## config.mk

```make
export PLATFORM = sky130hd
export DESIGN_NAME = lsq_alloc_decode_flat
export DESIGN_NICKNAME = d
export VERILOG_FILES = /design/src/rtl/lsq_pkg.sv /design/src/rtl/lsq_bank_if.sv /design/src/rtl/lsq_alloc_decode.sv /design/src/flat_wrapper.sv
export SDC_FILE = /design/constraint.sdc
export NUM_CORES = 1
export LEC_CHECK = 0
export BUFFER_PORTS_ARGS = -buffer_cell sky130_fd_sc_hd__buf_2
export CAP_MARGIN = 20
export CORE_AREA = 2 2 355 357
export DETAILED_ROUTE_END_ITERATION = 12
export DIE_AREA = 0 0 357 359
export PLACE_DENSITY_LB_ADDON = 0.15
export SYNTH_ARGS = -nofsm -noshare
export SYNTH_HDL_FRONTEND = slang
export SYNTH_SLANG_ARGS = --single-unit
```

## constraint.sdc

```tcl
create_clock -name vclk -period 1.5
set_clock_uncertainty 0.2 [all_clocks]
set_input_delay 0.15 -clock vclk [all_inputs]
set_output_delay 0.15 -clock vclk [all_outputs]
set_load 0.01 [all_outputs]
```

## src/rtl/lsq_pkg.sv

```systemverilog
package lsq_pkg;

  // ========================================
  // Entry layout
  // ========================================
  localparam int DATA_BITS  = 128;
  localparam int BE_BITS    = 8;
  localparam int ENTRY_BITS = DATA_BITS + BE_BITS + 1;

  // ========================================
  // Addressing and port counts
  // ========================================
  localparam int ADDR_BITS   = 8;
  localparam int ROW_BITS    = ADDR_BITS - 1;
  localparam int ROW_COUNT   = 120;           // Rows per bank.
  localparam int ENTRY_COUNT = 2 * ROW_COUNT;
  localparam int WR_LANES    = 2;
  localparam int RD_PORTS    = 2;
  localparam int CLR_SLOTS   = 2;             // Per bank, per cycle.
  localparam int ALLOC_MAX   = 3;             // Longest allocation run.

  // Enable bit i covers byte i of each 64-bit half.
  typedef struct packed {
    logic [DATA_BITS-1:0] data;
    logic [BE_BITS-1:0]   byte_en;
    logic                 split;
  } lsq_entry_t;

  // Number of consecutive entries cleared from the base.
  typedef enum logic [1:0] {
    ALLOC_NONE  = 2'd0,
    ALLOC_ONE   = 2'd1,
    ALLOC_TWO   = 2'd2,
    ALLOC_THREE = 2'd3
  } alloc_op_e;

endpackage

```

## src/rtl/lsq_bank_if.sv

```systemverilog
`timescale 1ns/1ps

interface lsq_bank_if;
  import lsq_pkg::*;

  // Store-data writes, one per lane.
  logic [WR_LANES-1:0]  wr_en;
  logic [ROW_BITS-1:0]  wr_row [WR_LANES];
  lsq_entry_t           wr_entry [WR_LANES];

  // Row clears, one per slot.
  logic [CLR_SLOTS-1:0] clr_en;
  logic [ROW_BITS-1:0]  clr_row [CLR_SLOTS];

  modport req (
    output wr_en,
    output wr_row,
    output wr_entry,
    output clr_en,
    output clr_row
  );

  modport bank (
    input wr_en,
    input wr_row,
    input wr_entry,
    input clr_en,
    input clr_row
  );

endinterface

```

## src/rtl/lsq_alloc_decode.sv

```systemverilog
`timescale 1ns/1ps

module lsq_alloc_decode (
  input  logic [lsq_pkg::WR_LANES-1:0]  wr_en,
  input  logic [lsq_pkg::ADDR_BITS-1:0] wr_addr [lsq_pkg::WR_LANES],
  input  lsq_pkg::lsq_entry_t           wr_entry [lsq_pkg::WR_LANES],
  input  lsq_pkg::alloc_op_e            alloc_op,
  input  logic [lsq_pkg::ADDR_BITS-1:0] alloc_base,
  input  logic                          init_busy,
  lsq_bank_if.req                       even_req,
  lsq_bank_if.req                       odd_req
);
  import lsq_pkg::*;

  logic [ADDR_BITS-1:0] alloc_addr [ALLOC_MAX];
  logic [ALLOC_MAX-1:0] alloc_hit;
  logic                 base_odd;

  // ========================================
  // Write lane steering
  // ========================================
  for (genvar l = 0; l < WR_LANES; l++) begin : g_lane
    assign even_req.wr_en[l]    = wr_en[l] && !init_busy && !wr_addr[l][0];
    assign odd_req.wr_en[l]     = wr_en[l] && !init_busy && wr_addr[l][0];
    assign even_req.wr_row[l]   = wr_addr[l][ADDR_BITS-1:1];
    assign odd_req.wr_row[l]    = wr_addr[l][ADDR_BITS-1:1];
    assign even_req.wr_entry[l] = wr_entry[l];
    assign odd_req.wr_entry[l]  = wr_entry[l];
  end

  // ========================================
  // Allocation expansion
  // ========================================
  always_comb begin
    for (int k = 0; k < ALLOC_MAX; k++) begin
      alloc_addr[k] = alloc_base + ADDR_BITS'(k);
      alloc_hit[k]  = !init_busy && (k < int'(alloc_op));
    end
  end

  // Entries 0 and 2 share the base bank, entry 1 lands in the other.
  assign base_odd = alloc_base[0];

  assign even_req.clr_en[0]  = base_odd ? alloc_hit[1] : alloc_hit[0];
  assign even_req.clr_row[0] = base_odd ? alloc_addr[1][ADDR_BITS-1:1]
                                        : alloc_addr[0][ADDR_BITS-1:1];
  assign even_req.clr_en[1]  = !base_odd && alloc_hit[2];
  assign even_req.clr_row[1] = alloc_addr[2][ADDR_BITS-1:1];

  assign odd_req.clr_en[0]   = base_odd ? alloc_hit[0] : alloc_hit[1];
  assign odd_req.clr_row[0]  = base_odd ? alloc_addr[0][ADDR_BITS-1:1]
                                        : alloc_addr[1][ADDR_BITS-1:1];
  assign odd_req.clr_en[1]   = base_odd && alloc_hit[2];
  assign odd_req.clr_row[1]  = alloc_addr[2][ADDR_BITS-1:1];

  // ========================================
  // Checks
  // ========================================
  always_comb begin
    if (!init_busy) begin
      assert final (!(wr_en[0] && wr_en[1] && wr_addr[0] == wr_addr[1]))
        else $error("Both lanes write entry %0d", wr_addr[0]);
      assert final (alloc_op == ALLOC_NONE ||
                    ({1'b0, alloc_base} + 9'(alloc_op)) <= 9'(ENTRY_COUNT))
        else $error("Allocation from %0d runs past the queue", alloc_base);
    end
  end

endmodule

```

## src/flat_wrapper.sv

```systemverilog
// flat-port wrapper written by rule: the top's interface ports become plain ports
module lsq_alloc_decode_flat import lsq_pkg::*;
  (wr_en, wr_addr, wr_entry, alloc_op, alloc_base, init_busy, even_req_wr_en, even_req_wr_row, even_req_wr_entry, even_req_clr_en, even_req_clr_row, odd_req_wr_en, odd_req_wr_row, odd_req_wr_entry, odd_req_clr_en, odd_req_clr_row);
  lsq_bank_if even_req_i ();
  lsq_bank_if odd_req_i ();
  input  logic [lsq_pkg::WR_LANES-1:0] wr_en;
  input  logic [lsq_pkg::ADDR_BITS-1:0] wr_addr[lsq_pkg::WR_LANES];
  input  lsq_pkg::lsq_entry_t wr_entry[lsq_pkg::WR_LANES];
  input  lsq_pkg::alloc_op_e alloc_op;
  input  logic [lsq_pkg::ADDR_BITS-1:0] alloc_base;
  input  logic init_busy;
  output wire logic [$bits(even_req_i.wr_en)-1:0] even_req_wr_en;
  output wire logic [$bits(even_req_i.wr_row)-1:0] even_req_wr_row;
  output wire logic [$bits(even_req_i.wr_entry)-1:0] even_req_wr_entry;
  output wire logic [$bits(even_req_i.clr_en)-1:0] even_req_clr_en;
  output wire logic [$bits(even_req_i.clr_row)-1:0] even_req_clr_row;
  output wire logic [$bits(odd_req_i.wr_en)-1:0] odd_req_wr_en;
  output wire logic [$bits(odd_req_i.wr_row)-1:0] odd_req_wr_row;
  output wire logic [$bits(odd_req_i.wr_entry)-1:0] odd_req_wr_entry;
  output wire logic [$bits(odd_req_i.clr_en)-1:0] odd_req_clr_en;
  output wire logic [$bits(odd_req_i.clr_row)-1:0] odd_req_clr_row;
  assign even_req_wr_en = even_req_i.wr_en;
  assign even_req_wr_row = {>>{even_req_i.wr_row}};
  assign even_req_wr_entry = {>>{even_req_i.wr_entry}};
  assign even_req_clr_en = even_req_i.clr_en;
  assign even_req_clr_row = {>>{even_req_i.clr_row}};
  assign odd_req_wr_en = odd_req_i.wr_en;
  assign odd_req_wr_row = {>>{odd_req_i.wr_row}};
  assign odd_req_wr_entry = {>>{odd_req_i.wr_entry}};
  assign odd_req_clr_en = odd_req_i.clr_en;
  assign odd_req_clr_row = {>>{odd_req_i.clr_row}};
  lsq_alloc_decode u_core (.wr_en(wr_en), .wr_addr(wr_addr), .wr_entry(wr_entry), .alloc_op(alloc_op), .alloc_base(alloc_base), .init_busy(init_busy), .even_req(even_req_i), .odd_req(odd_req_i));
endmodule
```

== Word level (Yosys, flattened, before mapping) ==
Index checks and enable logic that the tools add are counted.

* Mux-type cells: 4
* Reductions and logical operators: 15
* $add $sub $neg: 2
* Order comparisons: 3

{| class="wikitable"
|+ Operators by type and width
! kind !! number
|-
| 7-bit two-way mux || 2
|-
| 1-bit logical AND || 11
|-
| 8-bit by 1-bit adder with 8-bit output (second input constant) || 1
|-
| 8-bit by 2-bit adder with 8-bit output (second input constant) || 1
|-
| 1-bit zero test || 4
|-
| 1-bit by 2-bit < comparator with 1-bit output (first input constant) || 2
|-
| 2-bit < comparator (first input constant) || 1
|-
| 1-bit two-way mux || 2
|}

* Word-level logic and storage cells: 24
* Output and inout port bits: 612
* Input port bits: 303
* Register bits after elaboration: 0

== Longest topological paths before layout ==
* Depth in word-level cells: 3
* Gate-level depth with buffers: 5
* Gate-level depth less buffers: 4

== Worst setup path before layout ==
OpenSTA, ideal clock, no wires.

* Path type: input port to output port
* Start: in alloc_base[1] (netlist bit)
* End: out odd_req_clr_row[6]
* Required time: 1.150 ns
* Setup slack: 0.119 ns
* Data arrival time: 1.031 ns
* Cell stages on the path: 5
* Path buffers: 1
* Path through: ha_1 > nand3_1 > nor2_1 > xor2_1 > buf_4

* Longest elaborated chain between the ends: 1

{| class="wikitable"
|+ Ends and longest elaborated chain
! item !! RTL line !! source
|-
| start: declaration || flat_wrapper.sv:10 || <nowiki>input logic [lsq_pkg::ADDR_BITS-1:0] alloc_base;</nowiki>
|-
| 8-bit by 2-bit adder with 8-bit output || lsq_alloc_decode.sv:36 || <nowiki>alloc_addr[k] = alloc_base + ADDR_BITS'(k);</nowiki>
|-
| end: declaration || flat_wrapper.sv:21 || <nowiki>output wire logic [$bits(odd_req_i.clr_row)-1:0] odd_req_clr_row;</nowiki>
|}

Every way passes these cells.

== Worst setup path after layout ==
* Start: in alloc_base[0] (netlist bit)
* End: out odd_req_clr_row[12]

* Longest elaborated chain between the ends: 2

{| class="wikitable"
|+ Ends and longest elaborated chain
! item !! RTL line !! source
|-
| 8-bit by 1-bit adder with 8-bit output || lsq_alloc_decode.sv:36 ||
|-
| 7-bit two-way mux (*) || lsq_alloc_decode.sv:51 || <nowiki>assign odd_req.clr_row[0] = base_odd ? alloc_addr[0][ADDR_BITS-1:1]</nowiki>
|}

Every way passes the cells marked *; elsewhere a longest branch is shown, timed or not.

==> impl_metrics.ini <==
[setup_path]
critPathMaxFanout = 4
cp_num_cells = 6
critPathKind = in2out
crit_required_ns = 1.15
crit_chain = buf_6 -> ha_4 -> nand3_4 -> nor3_4 -> xor2_2 -> buf_2
slowest_stage = xor2_2
crit_family = buffers and inverters
critical_path.max_stage_delay_ns = 0.24
start_kind = input port
cp-end-kind = output pin
crit_end = odd_req_clr_row[12]
path_buf_inv = 2
crit_arrival_ns = 1.10
cp-startpoint = alloc_base[0]

[pwr]
vdd.ir_drop.worst_mv = 0.0775
seqPwrFrac_pct = 0
p_comb_share_pct = 100.0
powerDensity_nw_per_um2 = 103
net-switching-power_uw = 169
power_frac_clock_pct = 0
swShare_pct = 57.6
leakage_uw = 0.000449
internal_power_uw = 124

[synth]
synth_nets = 944
netlist-cell-type-count = 18
synth_area_um2 = 4730
synth_area_per_cell_um2 = 7.42
synth_cells = 638
seq_area_frac_synth_pct = 0
yosys_warnings = 0
synth_area_leader_cell = buf_4
yosys-top-cells-area = buf_4 (93%), xnor2_1 (1.3%), xor2_1 (1.3%)
yosysTopAreaCellShare_pct = 92.6
synthTopCellsByCount = buf_4 (584), nor2_1 (7), xnor2_1 (7), xor2_1 (7), nand2_1 (5)
yosysMostFrequentCell = buf_4

[finish]
clkbuf_count = 0
drive_gt1_share_pct = 65.8
diodes = 0
register_area_um2 = 0
final_nets = 422
stdcell_count = 1764
seq_cell_count = 0
syn2layout_area_growth_pct = -40.0
fillers = 15003
final_cell_area_um2 = 2840

[timing]
finalHoldViolations = 0
fin_ws_ns = 0.0464
setup_viol = 0
hold_ws_ns = 0.100
drv_slew = 0
setup_tns_ns = 0
rsz0062_at_grt = no
maxSlewHeadroom_pct = 84.9
tightest_slew_ns = 0.227
final.period_utilization_pct = 96.9
min_period_ns = 1.45
max_freq_mhz = 688

[detailed_routing]
vias = 1475
drc = 0
dr.pass1.iters = 4
routed_wl_um = 34800
drtAntennaViolNets = 0
wl_per_cell_um = 19.8
vias_per_cell = 0.836
drt_iter0_drc = 50

[global_routing]
grt_pass1_wl_um = 37600
gr-total-overflow = 0
grt_max_degree = 9
grtUsageTotal_pct = 5.02
grt_pass1_vias = 1580
antenna_found_initial = 0

[die]
die_area_um2 = 128000
initial_core_util_pct = 3.80
die_h_um = 359
die_w_um = 357
io_pins = 915
coreArea_um2 = 125000
row_count = 130

[place]
dp_slack_ns = -0.228
placed_area_um2 = 2750
port-buffer-count = 51
place_congestion = 0.639
placed_cells = 1763
hpwl_um = 32800

[run]
drv_cap = 0

[outcome]
status = complete, no violations

[hold_path]
hp-class = in2out
-- cell families after synthesis --
family | count (synthesis) | share of synthesized area, %
compound gates | 2 | 0.211
fa+ha+maj | 3 | 0.793
simple gates | 27 | 3.09
xor+xnor | 14 | 2.59
buf+inv | 592 | 93.3
-- cell type report --
type                            instances  area [µm²]  share of cell area [%]
Inverter                                3        11.3                   0.396
Multi-Input combinational cell         46         378                    13.3
Tap cell                             1650        2060                    72.7
Timing Repair Buffer                   65         387                    13.6
-- how the worst min path moves through the flow --
stage / startpoint / cells after the start / slack, ns / to
floorplan: init_busy / 1 / 0.15 / even_req_clr_en[0]
global placement: wr_entry[11] / 0 / 0.10 / even_req_wr_entry[11]
detailed placement: wr_entry[11] / 0 / 0.10 / even_req_wr_entry[11]
CTS: wr_entry[11] / 0 / 0.10 / even_req_wr_entry[11]
global route: wr_entry[135] / 0 / 0.10 / even_req_wr_entry[135]
finish: wr_entry[182] / 0 / 0.10 / even_req_wr_entry[182]
-- stage by stage --
stage	total power, µW	utilization, %
2_1_floorplan	1710	-
3_3_place_gp	284	2.20
3_5_place_dp	279	2.20
4_1_cts	290	2.24
5_1_grt	316	2.28
6_report	293	2.28
-- what timing repair did --
item,in CTS,in global routing
buffers inserted,0,1
cloned,0,0
pin swaps,2,4
gates resized for setup,9,11
endpoints found under the setup margin,9,10
hold buffers,0,0
-- routing by layer --
layer / part of all wire (%) / global-route usage (%) / up-vias / wire (µm)
li1: - / - / 292 / -
met1: 8.2 / 1.09 / 467 / 2850
met3: 41 / 9.68 / 179 / 14400
met4: 8.6 / 3.67 / 2 / 2990
met5: 0.37 / 0.943 / - / 130
met2: 42 / 7.43 / 535 / 14500
-- power by group through the flow --
stage,combinational (µW),clock [µW],sequential (µW)
floorplan,1710,0,0
CTS,290,0,0
global route,316,0,0
finish,293,0,0
global placement,284,0,0
detailed placement,279,0,0
-- cells in the final DEF, fill, tap and decap left out, types with 3 or more instances in the layout --
master and instances:
nor2_1 6, buf_6 3, xnor2_1 6, xor2_2 3, nand3_1 4, xor2_1 4
buf_4 16, buf_2 45, inv_1 3, nand2_1 4
Note: power is estimated with default switching activity, not from simulation.
