### src/rtl/lsq_pkg.sv
package lsq_pkg;

  // ========================================
  // Entry layout
  // ========================================
  localparam int DATA_BITS  = 128;
  localparam int BE_BITS    = 8;
  localparam int ENTRY_BITS = DATA_BITS + BE_BITS + 1;

  // ========================================
  // Addressing and port counts
  // ========================================
  localparam int ADDR_BITS   = 8;
  localparam int ROW_BITS    = ADDR_BITS - 1;
  localparam int ROW_COUNT   = 120;           // Rows per bank.
  localparam int ENTRY_COUNT = 2 * ROW_COUNT;
  localparam int WR_LANES    = 2;
  localparam int RD_PORTS    = 2;
  localparam int CLR_SLOTS   = 2;             // Per bank, per cycle.
  localparam int ALLOC_MAX   = 3;             // Longest allocation run.

  // Enable bit i covers byte i of each 64-bit half.
  typedef struct packed {
    logic [DATA_BITS-1:0] data;
    logic [BE_BITS-1:0]   byte_en;
    logic                 split;
  } lsq_entry_t;

  // Number of consecutive entries cleared from the base.
  typedef enum logic [1:0] {
    ALLOC_NONE  = 2'd0,
    ALLOC_ONE   = 2'd1,
    ALLOC_TWO   = 2'd2,
    ALLOC_THREE = 2'd3
  } alloc_op_e;

endpackage

### src/rtl/lsq_read_result.sv
`timescale 1ns/1ps

module lsq_read_result (
  input  logic                         clk,
  input  logic                         rst,
  input  lsq_pkg::lsq_entry_t          rd_entry_in [lsq_pkg::RD_PORTS],
  output lsq_pkg::lsq_entry_t          rd_entry [lsq_pkg::RD_PORTS],
  output logic [lsq_pkg::RD_PORTS-1:0] rd_hit
);
  import lsq_pkg::*;

  localparam int BYTES = DATA_BITS / 8;

  logic [DATA_BITS-1:0] keep [RD_PORTS];
  lsq_entry_t           masked [RD_PORTS];

  // Byte b follows enable bit b mod 8, so both halves share the mask.
  always_comb begin
    for (int p = 0; p < RD_PORTS; p++) begin
      for (int b = 0; b < BYTES; b++) begin
        keep[p][8*b +: 8] = {8{rd_entry_in[p].byte_en[b % BE_BITS]}};
      end
      masked[p]      = rd_entry_in[p];
      masked[p].data = rd_entry_in[p].data & keep[p];
    end
  end

  always_ff @(posedge clk) begin
    if (rst) begin
      for (int p = 0; p < RD_PORTS; p++) begin
        rd_entry[p] <= '0;
      end
      rd_hit <= '0;
    end else begin
      for (int p = 0; p < RD_PORTS; p++) begin
        rd_entry[p] <= masked[p];
        rd_hit[p]   <= |rd_entry_in[p].byte_en;  // Any byte enabled.
      end
    end
  end

endmodule

### config.mk
export PLATFORM = sky130hd
export DESIGN_NAME = lsq_read_result
export DESIGN_NICKNAME = d
export VERILOG_FILES = /design/src/rtl/lsq_pkg.sv /design/src/rtl/lsq_read_result.sv
export SDC_FILE = /design/constraint.sdc
export NUM_CORES = 1
export LEC_CHECK = 0
export BUFFER_PORTS_ARGS = -buffer_cell sky130_fd_sc_hd__buf_2
export CELL_PAD_IN_SITES_DETAIL_PLACEMENT = 0
export CELL_PAD_IN_SITES_GLOBAL_PLACEMENT = 1
export CORE_AREA = 3 3 212 214
export CTS_BUF_LIST = sky130_fd_sc_hd__clkbuf_8
export DETAILED_ROUTE_END_ITERATION = 8
export DIE_AREA = 0 0 215 217
export PLACE_DENSITY = 0.55
export SLEW_MARGIN = 15
export SYNTH_ARGS = -nofsm -noshare
export SYNTH_HDL_FRONTEND = slang
export SYNTH_SLANG_ARGS = --single-unit
### constraint.sdc
create_clock -name clk -period 0.9 [get_ports clk]
set_input_delay 0.09 -clock clk [delete_from_list [all_inputs] [get_ports clk]]
set_output_delay 0.09 -clock clk [all_outputs]
set_load 0.005 [all_outputs]
==> results of run 1 <==
==> cell families after synthesis <==
family,count (synthesis),synth area share
simple gates,278,0.266
flops,276,0.706
compound gates,2,0.00128
buf+inv,18,0.0264
==> cell usage after synthesis <==
master   count  area (µm²)
dfxtp_1    276        5530
and2_1     166        1040
and2_4      90         788
buf_6       17         191
nor2b_4     16         220
nor4_1       4        25.0
a21oi_1      2        10.0
nor2b_1      2        12.5
buf_8        1        15.0
==> per-stage QoR <==
step	setup TNS, ns	setup WS [ns]	instances	instance area (µm²)	hold WS, ns
3_5_place_dp	-21.67	-0.139	1715	11500	0.291
3_3_place_gp	-18.74	-0.122	1715	11500	0.289
2_1_floorplan	0	0.189	574	7830	0.212
==> impl_metrics.ini, run 1 <==
[yosys]
ys_seq_area_frac = 0.706
netlist_instances = 574
syn_nets = 850
yosysWarnings = 0
ys_types = 9
syn-mean-instance-area_um2 = 13.6
ys_seq_elements = 276
synth_area_um2 = 7830

[status]
stop_stage = clock tree synthesis
status = stopped before the end
stop_error = [ERROR RSZ-0060] Max buffer count reached.

[floorplan]
start_util = 0.182
fp-row-count = 76
num_io_pins = 552
fp.dieH_um = 217
die_x_um = 215

[cts]
numClockSinks = 276
cts_resized = 70
root_buffer = clkbuf_8
htree_levels = 2
cts_buffers = 51
cts_hold_buf = 363
clock_path_buffers = 3
cts_setup_buffers = 0

[placement]
io_buffers = 551
dp_hpwl_mm = 22.3
gp_congestion = 0.824
==> run 2: changes to the inputs <==
==> config.mk (replaced) <==
export PLATFORM = sky130hd
export DESIGN_NAME = lsq_read_result
export DESIGN_NICKNAME = d
export VERILOG_FILES = /design/src/rtl/lsq_pkg.sv /design/src/rtl/lsq_read_result.sv
export SDC_FILE = /design/constraint.sdc
export NUM_CORES = 1
export LEC_CHECK = 0
export BUFFER_PORTS_ARGS = -buffer_cell sky130_fd_sc_hd__buf_2
export CORE_AREA = 3 3 216 218
export DETAILED_ROUTE_END_ITERATION = 8
export DIE_AREA = 0 0 219 221
export PLACE_DENSITY_LB_ADDON = 0.15
export SLEW_MARGIN = 15
export SYNTH_ARGS = -nofsm -noshare
export SYNTH_HDL_FRONTEND = slang
export SYNTH_SLANG_ARGS = --single-unit
==> run 2 against run 1 <==
Compared with the run above: the flow now finishes, with violations (setup timing); synthesized cell count unchanged; synthesized area unchanged.
==> impl_metrics.ini, run 2 <==
[status]
status = finished with violations
violations = setup timing

[placement]
io_buffers = 551
gp_congestion = 0.749
dp_hpwl_mm = 22.2

[routing]
drc = 0
wl_met2_mm = 15.7
ant_nets = 0
wl_per_cell_um = 14.8
vias_per_cell = 3.44
first_iter_violations = 111
dr.pass1.iters = 4
routed_wirelength_mm = 30.7
highest_layer = met4
vias = 7105
wl_met1_mm = 10.9
dr_wl_met3_mm = 3.01

[power]
power_density_nw_per_um2 = 1800
ir_worst_vdd_v = 0.00130
p_leak_nw = 7.74
power.total_w = 0.0288

[yosys]
synth_edf_count = 0
synth_area_leaders = dfxtp_1 71%, and2_1 13%, and2_4 10%
syn_nets = 850
netlist_instances = 574
yosysWarnings = 0
yosysTopAreaCell = dfxtp_1
synth_top_area_share = 0.706
synth.most_common_cell = dfxtp_1
synth_area_um2 = 7830
ys_seq_area_frac = 0.706
synthArstFlopShare = 0
syn-mean-instance-area_um2 = 13.6
ys_seq_elements = 276
ys_types = 9
ys.flop_type = dfxtp_1
post_synth_most_frequent_cells = 276 x dfxtp_1, 166 x and2_1, 90 x and2_4

[cells_and_area]
nets = 1717
area_delta_synth_final_pct = 105
drive_gt1_frac = 0.568
largest_reg_flops = 274
top_register = rd_entry
layout_common_cells = 459 x buf_2, 276 x dlygate4sd3_1, 170 x dfxtp_1, 165 x and2_1, 106 x dfxtp_2
post-route-util = 0.356
mostFrequentLayoutCell = buf_2
top_regs = rd_entry x274, rd_hit x2
nFillCells = 4470

[critical_path]
max_stage_delay_ns = 0.36
critPathBufInv = 1
worstSetupPathType = flip-flop to primary output
cp_top_family = flip-flops
crit_arrival_ns = 1.02
path_cells = buf_6
path_max_fanout = 1
critPathSlowestCell = dfxtp_2
cp-start-kind = flip-flop
cp-end-kind = primary output
required_ns = 0.81

[cts]
htree_levels = 1
cts_buffers = 31
root_buffer = clkbuf_16
cts_tree = built
clkSlewWorstSetupHoldPaths_ns = 0.06
numClockSinks = 276
clock_path_buffers = 3

[global_route]
grt_pass1_vias = 7752
grtUsageTotal = 0.118
grt_pass1_wl_mm = 44.1
gr-total-overflow = 0
antenna_found_initial = 3
grt_start_max_net_pins = 18

[sta]
maxSlewHeadroom = 0.828
hold_viol_final = 0
setup_tns_ns = -44.59
clock.fmax_mhz = 904
min_period_ns = 1.11
rsz0062_at_grt = true
period_share = 1.23
fin_ws_ns = -0.206
worstMarginPinSlew_ns = 0.256
finalSetupViolations = 276
final_max_slew_viol_count = 0

[min_path]
hp-class = input port to flip-flop

[floorplan]
fp.dieH_um = 221
fp.dieArea_um2 = 48400
num_io_pins = 552
start_util = 0.174
fp-row-count = 78
core_area_um2 = 45100
die_x_um = 219

[flow_run]
cap_violations = 0
## run 2: cell counts after synthesis
No cell type changed its count.
## run 2: area by class of cell
class                           instances  area [µm²]  area share
Multi-Input combinational cell        280        2100       0.131
Timing Repair Buffer                  852        6520       0.407
Clock buffer                           49         893      0.0557
Sequential cell                       276        5660       0.353
Antenna cell                            3        7.51    0.000468
Clock inverter                          6         108     0.00671
Tap cell                              600         751      0.0468
## run 2: stage by stage
stage,hold WS [ns],setup WS (ns),instance area (µm²),cells
finish,0.0395,-0.206,16000,2066
detailed placement,0.291,-0.0748,11500,1727
floorplan,0.212,0.189,7830,574
global placement,0.288,-0.0944,11500,1727
CTS,-0.217,-0.279,15400,2058
global route,0.0357,-0.271,16000,2065
## run 2: power by group
group / total, W / leakage [nW] / internal [W] / switching (W)
Sequential: 0.0129 / 2.31 / 0.0128 / 0.000159
Combinational: 0.00335 / 4.95 / 0.00228 / 0.00107
Clock: 0.0125 / 0.484 / 0.00759 / 0.00495
Total: 0.0288 / 7.74 / 0.0226 / 0.00617
## run 2: worst paths after layout
kind,startpoint,to,slack (ns),depth (start not counted)
max,rd_entry[206]$_SDFF_PP0_,rd_entry[206],-0.21,1
min,rst,rd_entry[0]$_SDFF_PP0_,0.04,3
## run 2: logic make-up (layout without fill, tap and decap cells)
logic type / count (synthesis) / count (layout) / synth area share
AO/OA/AOI/OAI: 2 / 2 / 0.00128
other: 0 / 3 / 0
flip-flops: 276 / 276 / 0.706
AND/OR/NAND/NOR: 278 / 278 / 0.266
buffers and inverters: 18 / 907 / 0.0264
## run 2: repair_timing
item                                    CTS  global route
cloned                                    0             2
buffers inserted                          0             3
endpoints found under the setup margin  276           280
endpoints found under the hold margin   275            11
gates resized for setup                  55           151
hold buffers                            276             3
## run 2: layer usage
metal | track usage | vias up
li1 | - | 3483
met3 | 0.0453 | 55
met2 | 0.220 | 351
met4 | 0.0447 | 0
met1 | 0.117 | 3216
met5 | 0 | -
Note: power is estimated with default switching activity, not from simulation.
==> run 3: changes to the inputs <==
--- a/config.mk
+++ b/config.mk
@@ -5,10 +5,13 @@
 export SDC_FILE = /design/constraint.sdc
 export NUM_CORES = 1
 export LEC_CHECK = 0
+export ABC_AREA = 1
 export BUFFER_PORTS_ARGS = -buffer_cell sky130_fd_sc_hd__buf_2
-export CORE_AREA = 3 3 216 218
+export CELL_PAD_IN_SITES_DETAIL_PLACEMENT = 0
+export CELL_PAD_IN_SITES_GLOBAL_PLACEMENT = 1
+export CORE_AREA = 3 3 214 216
 export DETAILED_ROUTE_END_ITERATION = 8
-export DIE_AREA = 0 0 219 221
+export DIE_AREA = 0 0 217 219
 export PLACE_DENSITY_LB_ADDON = 0.15
 export SLEW_MARGIN = 15
 export SYNTH_ARGS = -nofsm -noshare
==> run 3 against run 2 <==
Compared with the run above: the flow still finishes with violations (setup timing); worst hold slack better by 0.27 ns; final cell count increased by 14%; count of clock-buffer cells in the layout up 6; cell area grew 1.8%; sequential power is essentially flat; sequential cell count unchanged; synthesized area rose by 3.6%; combinational power grew 8.4%; sequential share of layout area decreased by 0.43 points; maximum frequency up 3.3%; largest cell class unchanged; largest power group is now clock.
==> impl_metrics.ini, run 3 <==
[status]
status = finished with violations
violations = setup timing

[critical_path]
critPathSlowestCell = dfxtp_2
cp_top_family = flip-flops
critPathBufInv = 1
worstSetupPathType = flip-flop to primary output
cp.depth = 1
cp-start-kind = flip-flop
path_cells = buf_6
crit_arrival_ns = 0.98
path_max_fanout = 1
max_stage_delay_ns = 0.34
required_ns = 0.81
cp-end-kind = primary output

[power]
power_density_nw_per_um2 = 1860
comb_power_share = 0.119
power_frac_seq = 0.426
p_int_w = 0.0235
p_sw_frac = 0.226
ir_worst_vdd_v = 0.00111
power.share.clock = 0.455
p_sw_w = 0.00689
p_leak_nw = 8.16

[yosys]
netlist_instances = 903
syn_nets = 1179
yosys.area_share.simple = 0.253
yosysTopAreaCell = dfxtp_1
synth-compound-area-share = 0
post_synth_most_frequent_cells = 276 x dfxtp_1, 276 x nand2_1, 270 x nor2_1
synth_top_area_share = 0.681
synth_edf_count = 0
ys_seq_elements = 276
yosysWarnings = 0
ys_seq_area_frac = 0.681
ys.flop_type = dfxtp_1
syn-mean-instance-area_um2 = 8.98
synth_area_um2 = 8110
synthArstFlopShare = 0
synth_area_leaders = dfxtp_1 68%, nand2_1 13%, nor2_1 13%
synth_top_family_by_area = simple AND/OR/NAND/NOR gates
ys_types = 8
synthXorXnorAreaFrac = 0
synthAdderAreaFrac = 0
muxShareOfSynthArea = 0

[sta]
maxSlewHeadroom = 0.812
clock.fmax_mhz = 934
period_share = 1.19
rsz0062_at_grt = true
worstMarginPinSlew_ns = 0.281
fin_ws_ns = -0.170
min_period_ns = 1.07
final_max_slew_viol_count = 0
hold_viol_final = 0
finalSetupViolations = 276

[placement]
post-place-cells = 2022
io_buffers = 551
gp_congestion = 0.775
dp_hpwl_mm = 27.1

[cells_and_area]
post-route-util = 0.370
largest_reg_flops = 274
area_delta_synth_final_pct = 101
top_regs = rd_entry x274, rd_hit x2
top_register = rd_entry
nets = 2018
stdcell_count = 2356
mostFrequentLayoutCell = buf_2
drive_gt1_frac = 0.436
layout_common_cells = 438 x buf_2, 276 x nand2_1, 275 x dlygate4sd3_1, 270 x nor2_1, 145 x dfxtp_1

[global_route]
gr-total-overflow = 0
grtUsageTotal = 0.146
antenna_found_initial = 2
grt_pass1_vias = 9194
grt_start_max_net_pins = 29
grt_pass1_wl_mm = 53.6

[cts]
clkSlewWorstSetupHoldPaths_ns = 0.06
htree_levels = 2
clock_path_buffers = 3
numClockSinks = 276
cts_setup_buffers = 0
cts_tree = built
cts_buffers = 35
root_buffer = clkbuf_16

[flow_run]
cap_violations = 0

[routing]
drc = 0
wl_met2_mm = 17.8
highest_layer = met5
ant_nets = 0
wl_met1_mm = 14.2
vias = 8718
first_iter_violations = 267
routed_wirelength_mm = 36.8
wl_per_cell_um = 15.6
vias_per_cell = 3.70
dr_wl_met3_mm = 3.88
dr.pass1.iters = 4

[floorplan]
die_x_um = 217
fp-row-count = 77
num_io_pins = 552
fp.dieArea_um2 = 47500
fp.dieH_um = 219
core_area_um2 = 44100
start_util = 0.184

[min_path]
hp-class = input port to flip-flop
worstHoldStart = rd_entry_in[0]
holdPathStages = 4
holdPathEnd = rd_entry[0]$_SDFF_PP0_
## run 3: through the flow
step	hold slack, ns	power, W	worst slack, ns	TNS (ns)	area [µm²]
after global routing	0.300	0.0319	-0.226	-50.01	16300
final	0.311	0.0304	-0.170	-34.70	16300
after global placement	0.292	0.0156	0.0534	0	11600
after CTS	0.269	0.0308	-0.227	-48.40	15700
after floorplan	0.197	0.0141	0.276	0	8110
after detailed placement	0.301	0.0156	0.0354	0	11600
## run 3: worst max-delay path by stage
stage | from | end | slack, ns
after CTS | rd_entry[129]$_SDFF_PP0_ | rd_entry[129] | -0.23
after detailed placement | rst | rd_entry[144]$_SDFF_PP0_ | 0.04
after floorplan | rst | rd_entry[100]$_SDFF_PP0_ | 0.28
after global routing | rd_entry[130]$_SDFF_PP0_ | rd_entry[130] | -0.23
after global placement | rst | rd_entry[142]$_SDFF_PP0_ | 0.05
final | rd_entry[129]$_SDFF_PP0_ | rd_entry[129] | -0.17
## run 3: cell type report
cell class	count	area, µm²
fill	4647	27800
timing repair buffer	864	6640
sequential	276	5690
multi-input combinational	546	2050
clock buffer	55	1060
tap	592	741
inverter	19	73.8
clock inverter	3	67.6
antenna	1	2.50
## run 3: power by group through the flow
stage | logic (W) | clock network [W] | registers, W
detailed placement | 0.00248 | 0 | 0.0131
global placement | 0.00249 | 0 | 0.0131
floorplan | 0.000861 | 0 | 0.0132
global route | 0.00400 | 0.0149 | 0.0130
finish | 0.00363 | 0.0139 | 0.0130
CTS | 0.00355 | 0.0144 | 0.0129
## run 3: cells by family after synthesis
family	count (synthesis)
simple gates	546
buf+inv	81
flops	276
## run 3: per-layer routing
metal,vias to the layer above,GRT usage
met5,-,0
met4,2,0.0457
met3,61,0.0652
met2,369,0.254
met1,3947,0.159
li1,4339,-
## run 3: timing repair
item | CTS | global route
endpoints found under the hold margin | 272 | 0
gates resized for setup | 89 | 171
setup endpoints to repair | 276 | 282
hold buffers | 275 | 0
cloned | 0 | 0
==> run 4: changes to the inputs <==
--- a/config.mk
+++ b/config.mk
@@ -6,12 +6,12 @@
 export NUM_CORES = 1
 export LEC_CHECK = 0
 export ABC_AREA = 1
-export BUFFER_PORTS_ARGS = -buffer_cell sky130_fd_sc_hd__buf_2
 export CELL_PAD_IN_SITES_DETAIL_PLACEMENT = 0
 export CELL_PAD_IN_SITES_GLOBAL_PLACEMENT = 1
 export CORE_AREA = 3 3 214 216
 export DETAILED_ROUTE_END_ITERATION = 8
 export DIE_AREA = 0 0 217 219
+export DONT_BUFFER_PORTS = 1
 export PLACE_DENSITY_LB_ADDON = 0.15
 export SLEW_MARGIN = 15
 export SYNTH_ARGS = -nofsm -noshare
==> run 4 against run 3 <==
Compared with the run above: maximum frequency rose by 10%; die area did not move; the flow finishes with violations (hold timing, setup timing); sequential power barely moved; sequential cell count did not move; largest power group unchanged; core utilization fell by 7.6 points; non-clock buffer count fell by 572; critical path depth fell by 1; wire length fell by 11%; worst hold slack got worse by 0.62 ns.
==> impl_metrics.ini, run 4 (synthesis results as in run 3) <==
[status]
status = finished with violations
violations = hold timing, setup timing

[min_path]
hp-class = input port to flip-flop
holdPathEnd = rd_entry[93]$_SDFF_PP0_
worstHoldStart = rd_entry_in[93]
holdPathStages = 2

[critical_path]
cp-start-kind = flip-flop
required_ns = 0.81
path_max_fanout = 1
worstSetupPathType = flip-flop to primary output
cp-end-kind = primary output
crit_arrival_ns = 0.88

[sta]
maxSlewHeadroom = 0.491
worstMarginPinSlew_ns = 0.763
hold_viol_final = 167
holdWs_ns = -0.310
period_share = 1.08
clock.fmax_mhz = 1030
rsz0062_at_grt = true
min_period_ns = 0.970
finalSetupViolations = 278
final_max_slew_viol_count = 0
fin_ws_ns = -0.0700
setup_tns_ns = -9.25

[cells_and_area]
mostFrequentLayoutCell = dlygate4sd3_1
layout_common_cells = 277 x dlygate4sd3_1, 276 x nand2_1, 270 x nor2_1, 268 x dfxtp_2, 37 x clkbuf_16
top_regs = rd_entry x274, rd_hit x2
post-route-util = 0.294
nets = 1445
area_delta_synth_final_pct = 60.1
stdcell_count = 1788
drive_gt1_frac = 0.281
top_register = rd_entry
largest_reg_flops = 274

[cts]
clkSlewWorstSetupHoldPaths_ns = 0.06
clock_path_buffers = 3
cts_setup_buffers = 0
cts_tree = built
root_buffer = clkbuf_16
numClockSinks = 276
cts_buffers = 34
htree_levels = 2

[placement]
pre_cts_ws_ns = 0.275
dp_hpwl_mm = 21.2
post-place-cells = 1435
io_buffers = 0
gp_congestion = 0.777

[global_route]
grt_pass1_wl_mm = 45.2
grt_pass1_vias = 6915
antenna_found_initial = 4
grt_start_max_net_pins = 262
gr-total-overflow = 0
grtUsageTotal = 0.128

[routing]
routed_wirelength_mm = 32.6
first_iter_violations = 285
vias = 6744
drc = 0
ant_nets = 0
dr.pass1.iters = 5
wl_per_cell_um = 18.2
vias_per_cell = 3.77

[floorplan]
fp-row-count = 77
fp.dieH_um = 219
num_io_pins = 552
die_x_um = 217
start_util = 0.184
core_area_um2 = 44100
fp.dieArea_um2 = 47500

[power]
power_density_nw_per_um2 = 2320
ir_worst_vdd_v = 0.00126
power.total_w = 0.0301
p_leak_nw = 5.70

[flow_run]
cap_violations = 0
[run 4: cell count changes in the layout (fill, tap and decap cells not counted), sizes merged, moves of 2 or more]
cell          before  now
bufinv             2    6
buf              588    2
dlymetal6s4s       0   13
clkinv             0    2
clkbuf            56   51
dlygate4sd3      275  277
[run 4: power breakdown]
group / switching, W / internal [W] / leakage [nW] / total, W
clock network: 0.00527 / 0.00993 / 0.624 / 0.0152
logic: 0.000701 / 0.00105 / 2.70 / 0.00175
registers: 0.000353 / 0.0128 / 2.38 / 0.0132
[run 4: area by class of cell]
type	count	area, µm²
Inverter	19	71.3
Clock buffer	51	1070
Tap cell	592	741
Fill cell	4706	31100
Clock inverter	10	206
Timing Repair Buffer	292	2950
Sequential cell	276	5890
Multi-Input combinational cell	546	2050
Antenna cell	2	5.00
[run 4: metrics by stage]
stage	area [µm²]	hold slack [ns]
global placement	8400	0.185
detailed placement	8400	0.182
floorplan	8110	0.197
CTS	12400	-0.382
global route	13000	-0.337
finish	13000	-0.310
[run 4: worst max path at each step]
stage / startpoint / endpoint / slack (ns) / cells past startpoint
2_1_floorplan: rst / rd_entry[100]$_SDFF_PP0_ / 0.28 / 4
3_3_place_gp: rst / rd_entry[4]$_SDFF_PP0_ / 0.29 / 4
3_5_place_dp: rst / rd_entry[142]$_SDFF_PP0_ / 0.28 / 4
4_1_cts: rd_entry[212]$_SDFF_PP0_ / rd_entry[212] / -0.14 / 0
5_1_grt: rd_entry[212]$_SDFF_PP0_ / rd_entry[212] / -0.13 / 0
6_report: rd_entry[212]$_SDFF_PP0_ / rd_entry[212] / -0.07 / 0
[run 4: timing repair]
action | CTS | global route
hold buffers | 240 | 52
pin swaps | 0 | 0
endpoints found under the hold margin | 276 | 211
gates resized for setup | 280 | 17
endpoints found under the setup margin | 276 | 401
[run 4: per-layer routing]
metal,part of all wire,up-vias,track usage
met1,0.36,3138,0.129
met2,0.51,361,0.228
met4,0.023,2,0.0474
li1,-,3192,-
met3,0.11,51,0.0619
met5,0.00040,-,0
